===== src/hdl/cmac_config.svh =====
`ifndef CMAC_CONFIG_SVH
`define CMAC_CONFIG_SVH

// =====================================================================
// Stream geometry
// =====================================================================
// Bytes per stream beat
`define CMAC_DATA_BYTES 8
// Data bus width in bits
`define CMAC_DATA_WIDTH (`CMAC_DATA_BYTES * 8)

// =====================================================================
// Statistics and identity
// =====================================================================
// Width of each packet or byte counter
`define CMAC_CNT_WIDTH 32
// Port number stamped into the id field and the identity register
`define CMAC_PORT_ID_DEFAULT 0

`endif


===== src/hdl/cmac_axis_pkg.sv =====
`include "cmac_config.svh"

package cmac_axis_pkg;

    // =================================================================
    // Stream beat
    // =================================================================
    // Forward half of the packet stream, one struct per beat
    typedef struct packed {
        logic                          valid;
        logic [`CMAC_DATA_WIDTH-1:0]   data;
        // One bit per valid byte, low bytes first
        logic [`CMAC_DATA_BYTES-1:0]   keep;
        logic                          last;
        logic [7:0]                    id;
    } axis_beat_t;

    // Return half of the handshake
    typedef struct packed {
        logic ready;
    } axis_ready_t;

    // =================================================================
    // Monitor output
    // =================================================================
    typedef struct packed {
        logic [`CMAC_CNT_WIDTH-1:0] pkts;
        logic [`CMAC_CNT_WIDTH-1:0] bytes;
    } stats_t;

endpackage : cmac_axis_pkg


===== src/hdl/cmac_reg_pkg.sv =====
package cmac_reg_pkg;

    // =================================================================
    // Register bus channels
    // =================================================================
    // Host to port, write address and data share one handshake
    typedef struct packed {
        logic        wvalid;
        logic [7:0]  waddr;
        logic [31:0] wdata;
        logic        rvalid;
        logic [7:0]  raddr;
        // Response side acceptance
        logic        bready;
        logic        rready;
    } reg_req_t;

    // Port to host
    typedef struct packed {
        logic        wready;
        // Read address ready
        logic        rready_a;
        logic        bvalid;
        logic [1:0]  bresp;
        // Read data valid
        logic        dvalid;
        logic [31:0] rdata;
        logic [1:0]  dresp;
    } reg_rsp_t;

    // =================================================================
    // Register map
    // =================================================================
    localparam logic [7:0] REG_ID       = 8'h00;
    localparam logic [7:0] REG_CTRL     = 8'h04;
    localparam logic [7:0] REG_TX_PKTS  = 8'h08;
    localparam logic [7:0] REG_TX_BYTES = 8'h0C;
    localparam logic [7:0] REG_RX_PKTS  = 8'h10;
    localparam logic [7:0] REG_RX_BYTES = 8'h14;

    // Response codes
    localparam logic [1:0] RESP_OKAY   = 2'd0;
    localparam logic [1:0] RESP_DECERR = 2'd3;

    // Upper part of the identity word, port number goes below it
    localparam logic [23:0] ID_MAGIC = 24'hCAC000;

endpackage : cmac_reg_pkg


===== src/hdl/alveo_cmac_port.sv =====
`include "cmac_config.svh"

module alveo_cmac_port
    import cmac_axis_pkg::*;
    import cmac_reg_pkg::*;
#(
    parameter int PORT_ID = `CMAC_PORT_ID_DEFAULT
) (
    input  logic        clk,
    input  logic        arst_n,
    // Outgoing packets from the core
    input  axis_beat_t  tx_beat,
    output axis_ready_t tx_ready,
    // Incoming packets to the core
    output axis_beat_t  rx_beat,
    input  axis_ready_t rx_ready,
    // Control and statistics
    input  reg_req_t    reg_req,
    output reg_rsp_t    reg_rsp
);

    logic   loopback_en;
    logic   clear;
    stats_t tx_stats;
    stats_t rx_stats;

    // =================================================================
    // MAC stand-in
    // =================================================================
    cmac_loopback #(
        .PORT_ID (PORT_ID)
    ) loopback_i (
        .clk,
        .arst_n,
        .tx_beat,
        .tx_ready,
        .rx_beat,
        .rx_ready,
        .loopback_en
    );

    // =================================================================
    // Stream monitors
    // =================================================================
    // Transmit side, counts every accepted beat incl. dropped ones
    axis_stats tx_stats_i (
        .clk,
        .arst_n,
        .beat   (tx_beat),
        .ready  (tx_ready.ready),
        .clear,
        .stats  (tx_stats)
    );

    axis_stats rx_stats_i (
        .clk,
        .arst_n,
        .beat   (rx_beat),
        .ready  (rx_ready.ready),
        .clear,
        .stats  (rx_stats)
    );

    // =================================================================
    // Register block
    // =================================================================
    cmac_regs #(
        .PORT_ID (PORT_ID)
    ) regs_i (
        .clk,
        .arst_n,
        .reg_req,
        .reg_rsp,
        .tx_stats,
        .rx_stats,
        .loopback_en,
        .clear
    );

endmodule : alveo_cmac_port


===== src/hdl/axis_stats.sv =====
`include "cmac_config.svh"

module axis_stats
    import cmac_axis_pkg::*;
(
    input  logic       clk,
    input  logic       arst_n,
    // Stream being watched
    input  axis_beat_t beat,
    input  logic       ready,
    // Zero both counters
    input  logic       clear,
    output stats_t     stats
);

    localparam int NB_WIDTH = $clog2(`CMAC_DATA_BYTES + 1);

    logic                accept;
    logic [NB_WIDTH-1:0] nbytes;

    // =================================================================
    // Byte count of one beat
    // =================================================================
    function automatic logic [NB_WIDTH-1:0] keep_bytes(
        input logic [`CMAC_DATA_BYTES-1:0] keep
    );
        logic [NB_WIDTH-1:0] n;
        n = '0;
        for (int i = 0; i < `CMAC_DATA_BYTES; i++) begin
            n = n + NB_WIDTH'(keep[i]);
        end
        return n;
    endfunction

    assign accept = beat.valid && ready;
    assign nbytes = keep_bytes(beat.keep);

    // =================================================================
    // Counters
    // =================================================================
    // Clear wins over a beat on the same edge
    // Both counters wrap silently
    always_ff @(posedge clk or negedge arst_n) begin
        if (!arst_n) begin
            stats <= '0;
        end else if (clear) begin
            stats <= '0;
        end else if (accept) begin
            stats.bytes <= stats.bytes + `CMAC_CNT_WIDTH'(nbytes);
            // Packet ends on its last beat
            if (beat.last) begin
                stats.pkts <= stats.pkts + 1'b1;
            end
        end
    end

endmodule : axis_stats


===== src/hdl/cmac_loopback.sv =====
`include "cmac_config.svh"

module cmac_loopback
    import cmac_axis_pkg::*;
#(
    parameter int PORT_ID = `CMAC_PORT_ID_DEFAULT
) (
    input  logic        clk,
    input  logic        arst_n,
    // Transmit side, from the core
    input  axis_beat_t  tx_beat,
    output axis_ready_t tx_ready,
    // Receive side, to the core
    output axis_beat_t  rx_beat,
    input  axis_ready_t rx_ready,
    input  logic        loopback_en
);

    // =================================================================
    // Output stage
    // =================================================================
    logic                          out_valid;
    logic [`CMAC_DATA_WIDTH-1:0]   out_data;
    logic [`CMAC_DATA_BYTES-1:0]   out_keep;
    logic                          out_last;
    logic                          tx_take;
    logic                          load;

    // Drop mode never stalls the core
    // Loopback mode accepts when the stage is empty or draining
    assign tx_ready.ready = !loopback_en || !out_valid || rx_ready.ready;

    assign tx_take = tx_beat.valid && tx_ready.ready;
    // Only looped beats enter the stage, dropped ones vanish here
    assign load    = tx_take && loopback_en;

    always_ff @(posedge clk or negedge arst_n) begin
        if (!arst_n) begin
            out_valid <= 1'b0;
        end else if (load) begin
            out_valid <= 1'b1;
        end else if (rx_ready.ready) begin
            out_valid <= 1'b0;
        end
    end

    // Payload follows the valid bit
    always_ff @(posedge clk) begin
        if (load) begin
            out_data <= tx_beat.data;
            out_keep <= tx_beat.keep;
            out_last <= tx_beat.last;
        end
    end

    // Receive beat, id stamped with this port
    assign rx_beat.valid = out_valid;
    assign rx_beat.data  = out_data;
    assign rx_beat.keep  = out_keep;
    assign rx_beat.last  = out_last;
    assign rx_beat.id    = 8'(PORT_ID);

endmodule : cmac_loopback


===== src/hdl/cmac_regs.sv =====
`include "cmac_config.svh"

module cmac_regs
    import cmac_axis_pkg::*;
    import cmac_reg_pkg::*;
#(
    parameter int PORT_ID = `CMAC_PORT_ID_DEFAULT
) (
    input  logic     clk,
    input  logic     arst_n,
    // Host register bus
    input  reg_req_t reg_req,
    output reg_rsp_t reg_rsp,
    // Counter inputs from both monitors
    input  stats_t   tx_stats,
    input  stats_t   rx_stats,
    // Control outputs
    output logic     loopback_en,
    output logic     clear
);

    logic        bvalid_q;
    logic [1:0]  bresp_q;
    logic        dvalid_q;
    logic [31:0] rdata_q;
    logic [1:0]  dresp_q;
    logic        wr_take;
    logic        rd_take;
    logic [31:0] rd_mux;

    // Offsets that exist in the map
    function automatic logic known(input logic [7:0] addr);
        return addr inside {REG_ID, REG_CTRL, REG_TX_PKTS, REG_TX_BYTES,
                            REG_RX_PKTS, REG_RX_BYTES};
    endfunction

    // =================================================================
    // Write channel
    // =================================================================
    // One write in flight, next one waits for the response
    assign wr_take = reg_req.wvalid && !bvalid_q;

    always_ff @(posedge clk or negedge arst_n) begin
        if (!arst_n) begin
            bvalid_q    <= 1'b0;
            loopback_en <= 1'b0;
            clear       <= 1'b0;
        end else begin
            // Clear is a single cycle pulse
            clear <= 1'b0;
            if (wr_take) begin
                bvalid_q <= 1'b1;
                if (reg_req.waddr == REG_CTRL) begin
                    loopback_en <= reg_req.wdata[0];
                    clear       <= reg_req.wdata[1];
                end
            end else if (reg_req.bready) begin
                bvalid_q <= 1'b0;
            end
        end
    end

    // Writes to read-only offsets are ignored but answer OKAY
    always_ff @(posedge clk) begin
        if (wr_take) begin
            bresp_q <= known(reg_req.waddr) ? RESP_OKAY : RESP_DECERR;
        end
    end

    // =================================================================
    // Read channel
    // =================================================================
    assign rd_take = reg_req.rvalid && !dvalid_q;

    // Counters sampled as they stand before the accepting edge
    always_comb begin
        case (reg_req.raddr)
            REG_ID:       rd_mux = {ID_MAGIC, 8'(PORT_ID)};
            REG_CTRL:     rd_mux = {31'd0, loopback_en};
            REG_TX_PKTS:  rd_mux = 32'(tx_stats.pkts);
            REG_TX_BYTES: rd_mux = 32'(tx_stats.bytes);
            REG_RX_PKTS:  rd_mux = 32'(rx_stats.pkts);
            REG_RX_BYTES: rd_mux = 32'(rx_stats.bytes);
            default:      rd_mux = 32'd0;
        endcase
    end

    always_ff @(posedge clk or negedge arst_n) begin
        if (!arst_n) begin
            dvalid_q <= 1'b0;
        end else if (rd_take) begin
            dvalid_q <= 1'b1;
        end else if (reg_req.rready) begin
            dvalid_q <= 1'b0;
        end
    end

    always_ff @(posedge clk) begin
        if (rd_take) begin
            rdata_q <= rd_mux;
            dresp_q <= known(reg_req.raddr) ? RESP_OKAY : RESP_DECERR;
        end
    end

    // Response bundle
    assign reg_rsp.wready   = !bvalid_q;
    assign reg_rsp.rready_a = !dvalid_q;
    assign reg_rsp.bvalid   = bvalid_q;
    assign reg_rsp.bresp    = bresp_q;
    assign reg_rsp.dvalid   = dvalid_q;
    assign reg_rsp.rdata    = rdata_q;
    assign reg_rsp.dresp    = dresp_q;

endmodule : cmac_regs


===== config.mk =====
export PLATFORM = sky130hd
export DESIGN_NAME = alveo_cmac_port
export DESIGN_NICKNAME = d
export VERILOG_FILES = /design/src/hdl/cmac_axis_pkg.sv /design/src/hdl/cmac_reg_pkg.sv /design/src/hdl/alveo_cmac_port.sv /design/src/hdl/axis_stats.sv /design/src/hdl/cmac_loopback.sv /design/src/hdl/cmac_regs.sv
export VERILOG_INCLUDE_DIRS = /design/src /design/src/hdl
export SDC_FILE = /design/constraint.sdc
export NUM_CORES = 1
export LEC_CHECK = 0
export ABC_AREA = 1
export BUFFER_PORTS_ARGS = -buffer_cell sky130_fd_sc_hd__buf_2
export CORE_UTILIZATION = 43
export DETAILED_ROUTE_END_ITERATION = 8
export PLACE_DENSITY_LB_ADDON = 0.05
export SYNTH_ARGS = -nofsm -noshare
export SYNTH_HDL_FRONTEND = slang
export SYNTH_HIERARCHICAL = 1
export SYNTH_SLANG_ARGS = --single-unit

===== constraint.sdc =====
create_clock -name clk -period 3.75 [get_ports clk]
set_clock_uncertainty 0.05 [all_clocks]
set_input_delay 0.75 -clock clk [delete_from_list [all_inputs] [get_ports clk]]
set_output_delay 0.75 -clock clk [all_outputs]
set_load 0.01 [all_outputs]

==> results.json <==
{
  "grt_antenna_before_repair": 0,
  "design.final.nets": 2047,
  "finalCritPeriodShare_pct": 95.9,
  "synth_edf_count": 107,
  "clk_transition_reported_paths_ns": 0.06,
  "grt_pass1_wl_mm": 60.3,
  "cts_buffer_depth": 3,
  "ys_top_cells_by_area": "sky130_fd_sc_hd__dfrtp_1 25%, sky130_fd_sc_hd__edfxtp_1 24%, sky130_fd_sc_hd__nand2_1 11%",
  "fin_crit_ns": 3.60,
  "yosysUniqueCellTypes": 45,
  "mapped_cell_area_mm2": 0.0133,
  "remaining_drc_errors": 0,
  "prevailing_post_synth_register_cell": "sky130_fd_sc_hd__dfrtp_1",
  "avgSynthCellArea_um2": 7.96,
  "worst_setup_end_kind": "flip-flop",
  "final_max_slew_viol_count": 0,
  "tritoncts": "built",
  "synth.yosys.seq_area_share_pct": 49.3,
  "grt-ovfl-total": 0,
  "power_per_cell_area_mw_per_mm2": 435,
  "final-hold-violation-count": 0,
  "detailroute.via_count": 11900,
  "drtIter0Drc": 1009,
  "grt_setup_unrepaired": "no",
  "yosysTopAreaCellShare_pct": 25.1,
  "maximum_number_of_pins_on_one_net_before_global_route_repair": 77,
  "finalPower_uw": 6830,
  "netlist.top_cell.by_area": "sky130_fd_sc_hd__dfrtp_1",
  "drt-vias-per-instance": 5.17,
  "clock-root-buffer": "sky130_fd_sc_hd__clkbuf_16",
  "timing.final.ws_setup_ns": 0.153,
  "total_i_o_pin_count": 260,
  "grt_pass1_vias": 11200,
  "dp_hpwl_mm": 29.2,
  "postSynthRegisterBits": 240,
  "timing.hold.worst.class": "primary input to async pin",
  "synth_most_common_cell": "sky130_fd_sc_hd__nand2_1",
  "proportion_of_layout_cells_with_a_drive_suffix_above_1_pct": 17.9,
  "timing.setup.critical_path_class": "flip-flop to flip-flop",
  "numClockSinks": 240,
  "tightestPinTransition_ns": 1.00,
  "filler_cell_count": 2925,
  "synth.cells.most_frequent": "396 x sky130_fd_sc_hd__nand2_1, 262 x sky130_fd_sc_hd__nor2_1, 224 x sky130_fd_sc_hd__nand3_1",
  "route.detailed.wl_per_inst_um": 17.0,
  "clock.fmax_ghz": 0.278,
  "start_util_pct": 44.2,
  "outcome": "completed",
  "dieArea_mm2": 0.0316,
  "cts-hold-fix-buffers": 0,
  "clock_insertion_delay_at_the_later_pin_of_the_skew_report_ns": 0.57,
  "grt_use_total_pct": 24.9,
  "maximum_vdd_ir_drop_v": 0.000515,
  "slew_headroom_pct": 33.2,
  "leakage_uw": 0.00721,
  "post_synthesis_instance_total": 1668,
  "detail-route-antenna-nets": 0,
  "die_w_um": 178,
  "drt-total-wl_mm": 39.0,
  "critical_path_peak_fanout": 4,
  "finalSetupViolations": 0,
  "area_delta_synth_final_pct": 18.3,
  "critical_path_required_ns": 4.16,
  "fp-row-count": 63,
  "cts_post_setup_buffers_inserted": 0,
  "crit_path_start_kind": "flip-flop",
  "gp_routability_congestion": 0.911,
  "core_mm2": 0.0300,
  "drtPass1Iterations": 5,
  "dp_slack_ns": -0.307,
  "ctsHtreeMaxLevel": 1,
  "crit_arrival_ns": 4.01,
  "insertedDiodeCount": 0,
  "postCtsResizedCells": 0,
  "cts_made_buffers": 28,
  "port_buffers": 213,
  "fp.dieH_um": 178,
  "maxCapViolations": 0,
  "async_reset_ff_share_pct": 55.4,
  "synth.yosys.warnings": 6
}
==> report_power, final <==
| part | switching [uW] | leakage, uW | internal (uW) |
|---|---|---|---|
| clock network | 1160 | 0.000471 | 1720 |
| logic | 554 | 0.00393 | 377 |
| registers | 140 | 0.00280 | 2880 |
==> through the flow <==
stage	instances	util (%)	area, um2	hold slack (ns)	setup TNS (ns)
finish	2298	52.3	15700	0.139	0
floorplan	1675	-	13300	0.404	0
global placement	2246	49.0	14700	0.457	-3.62
global route	2298	52.3	15700	0.222	0
CTS	2298	52.3	15700	0.201	0
detailed placement	2246	49.0	14700	0.465	-4.86
==> logic make-up after synthesis <==
| kind of cell | after synthesis | share of synthesized area [%] |
|---|---|---|
| compound gates | 117 | 4.80 |
| other cells | 1 | 0.0282 |
| buf+inv | 264 | 8.57 |
| flops | 240 | 49.3 |
| simple gates | 1014 | 34.0 |
| fa+ha+maj | 24 | 2.83 |
| xor+xnor | 8 | 0.528 |
==> cell usage in the layout (no fill, tap or decap), types with 11 or more instances in the layout <==
cell	Yosys	layout
sky130_fd_sc_hd__edfxtp_1	107	107
sky130_fd_sc_hd__nor2_2	11	13
sky130_fd_sc_hd__dfrtp_1	133	133
sky130_fd_sc_hd__nand2_2	10	11
sky130_fd_sc_hd__buf_4	22	22
sky130_fd_sc_hd__o21ai_0	45	45
sky130_fd_sc_hd__ha_1	14	14
sky130_fd_sc_hd__nand4_1	60	60
sky130_fd_sc_hd__buf_2	20	212
sky130_fd_sc_hd__a21oi_1	46	46
sky130_fd_sc_hd__nand3_1	224	224
sky130_fd_sc_hd__clkbuf_16	0	28
sky130_fd_sc_hd__nor3_1	16	16
sky130_fd_sc_hd__inv_1	200	200
sky130_fd_sc_hd__nor2_1	262	260
sky130_fd_sc_hd__nand2_1	396	395
==> layer usage <==
layer	share of wire, %	up-vias	routed length [um]	track usage (%)
li1	-	5880	-	-
met1	45	5493	17400	34.3
met2	45	446	17600	39.5
met3	7.0	73	2740	3.94
met4	3.2	0	1270	8.83
met5	0	-	0	0
==> state kept, by name, summed over array words and instances (netlist names) <==
name                  flops
regs_i/dvalid_q           1
loopback_i/out_valid      1
tx_stats_i/stats         64
regs_i/dresp_q            1
regs_i/rdata_q           32
regs_i/loopback_en        1
regs_i/clear              1
rx_stats_i/stats         64
regs_i/bresp_q            1
loopback_i/out_data      64
loopback_i/out_keep       8
loopback_i/out_last       1
regs_i/bvalid_q           1
==> worst paths after layout <==
| path | startpoint | to | slack (ns) | cells after the start |
|---|---|---|---|---|
| min in group clk | tx_beat[61] | loopback_i/out_data[44] | 0.30 | 1 |
| worst min register to register | rx_stats_i/stats[12] | rx_stats_i/stats[12] | 0.47 | 1 |
| worst min-delay path | arst_n | rx_stats_i/stats[54] | 0.14 | 1 |
| worst max-delay path | loopback_i/out_keep[0] | rx_stats_i/stats[18] | 0.15 | 14 |
| max in group asynchronous | arst_n | rx_stats_i/stats[58] | 2.68 | 2 |
| worst max register to register | loopback_i/out_keep[0] | rx_stats_i/stats[18] | 0.15 | 14 |
==> critical path, stage by stage, from the launching register on <==
cell	delay [ns]
sky130_fd_sc_hd__edfxtp_1	0.42
sky130_fd_sc_hd__fa_1	0.54
sky130_fd_sc_hd__inv_1	0.05
sky130_fd_sc_hd__fa_1	0.49
sky130_fd_sc_hd__fa_1	0.43
sky130_fd_sc_hd__fa_1	0.38
sky130_fd_sc_hd__inv_1	0.09
sky130_fd_sc_hd__fa_2	0.21
sky130_fd_sc_hd__nand2_1	0.08
sky130_fd_sc_hd__nand2_2	0.13
sky130_fd_sc_hd__nand3_2	0.13
sky130_fd_sc_hd__nor3_1	0.29
sky130_fd_sc_hd__nand2_1	0.09
sky130_fd_sc_hd__nand2_1	0.07
sky130_fd_sc_hd__nor2_1	0.05
==> cell type report <==
cell class                 count  area (um2)  area share [%]
sequential                   240        6540            41.6
multi-input combinational   1171        5650            35.9
timing repair buffer         237        1280            8.13
inverter                     208         781            4.97
clock buffer                  30         708            4.51
tap                          390         488            3.11
clock inverter                22         267            1.70
(Power assumes the default switching activity.)
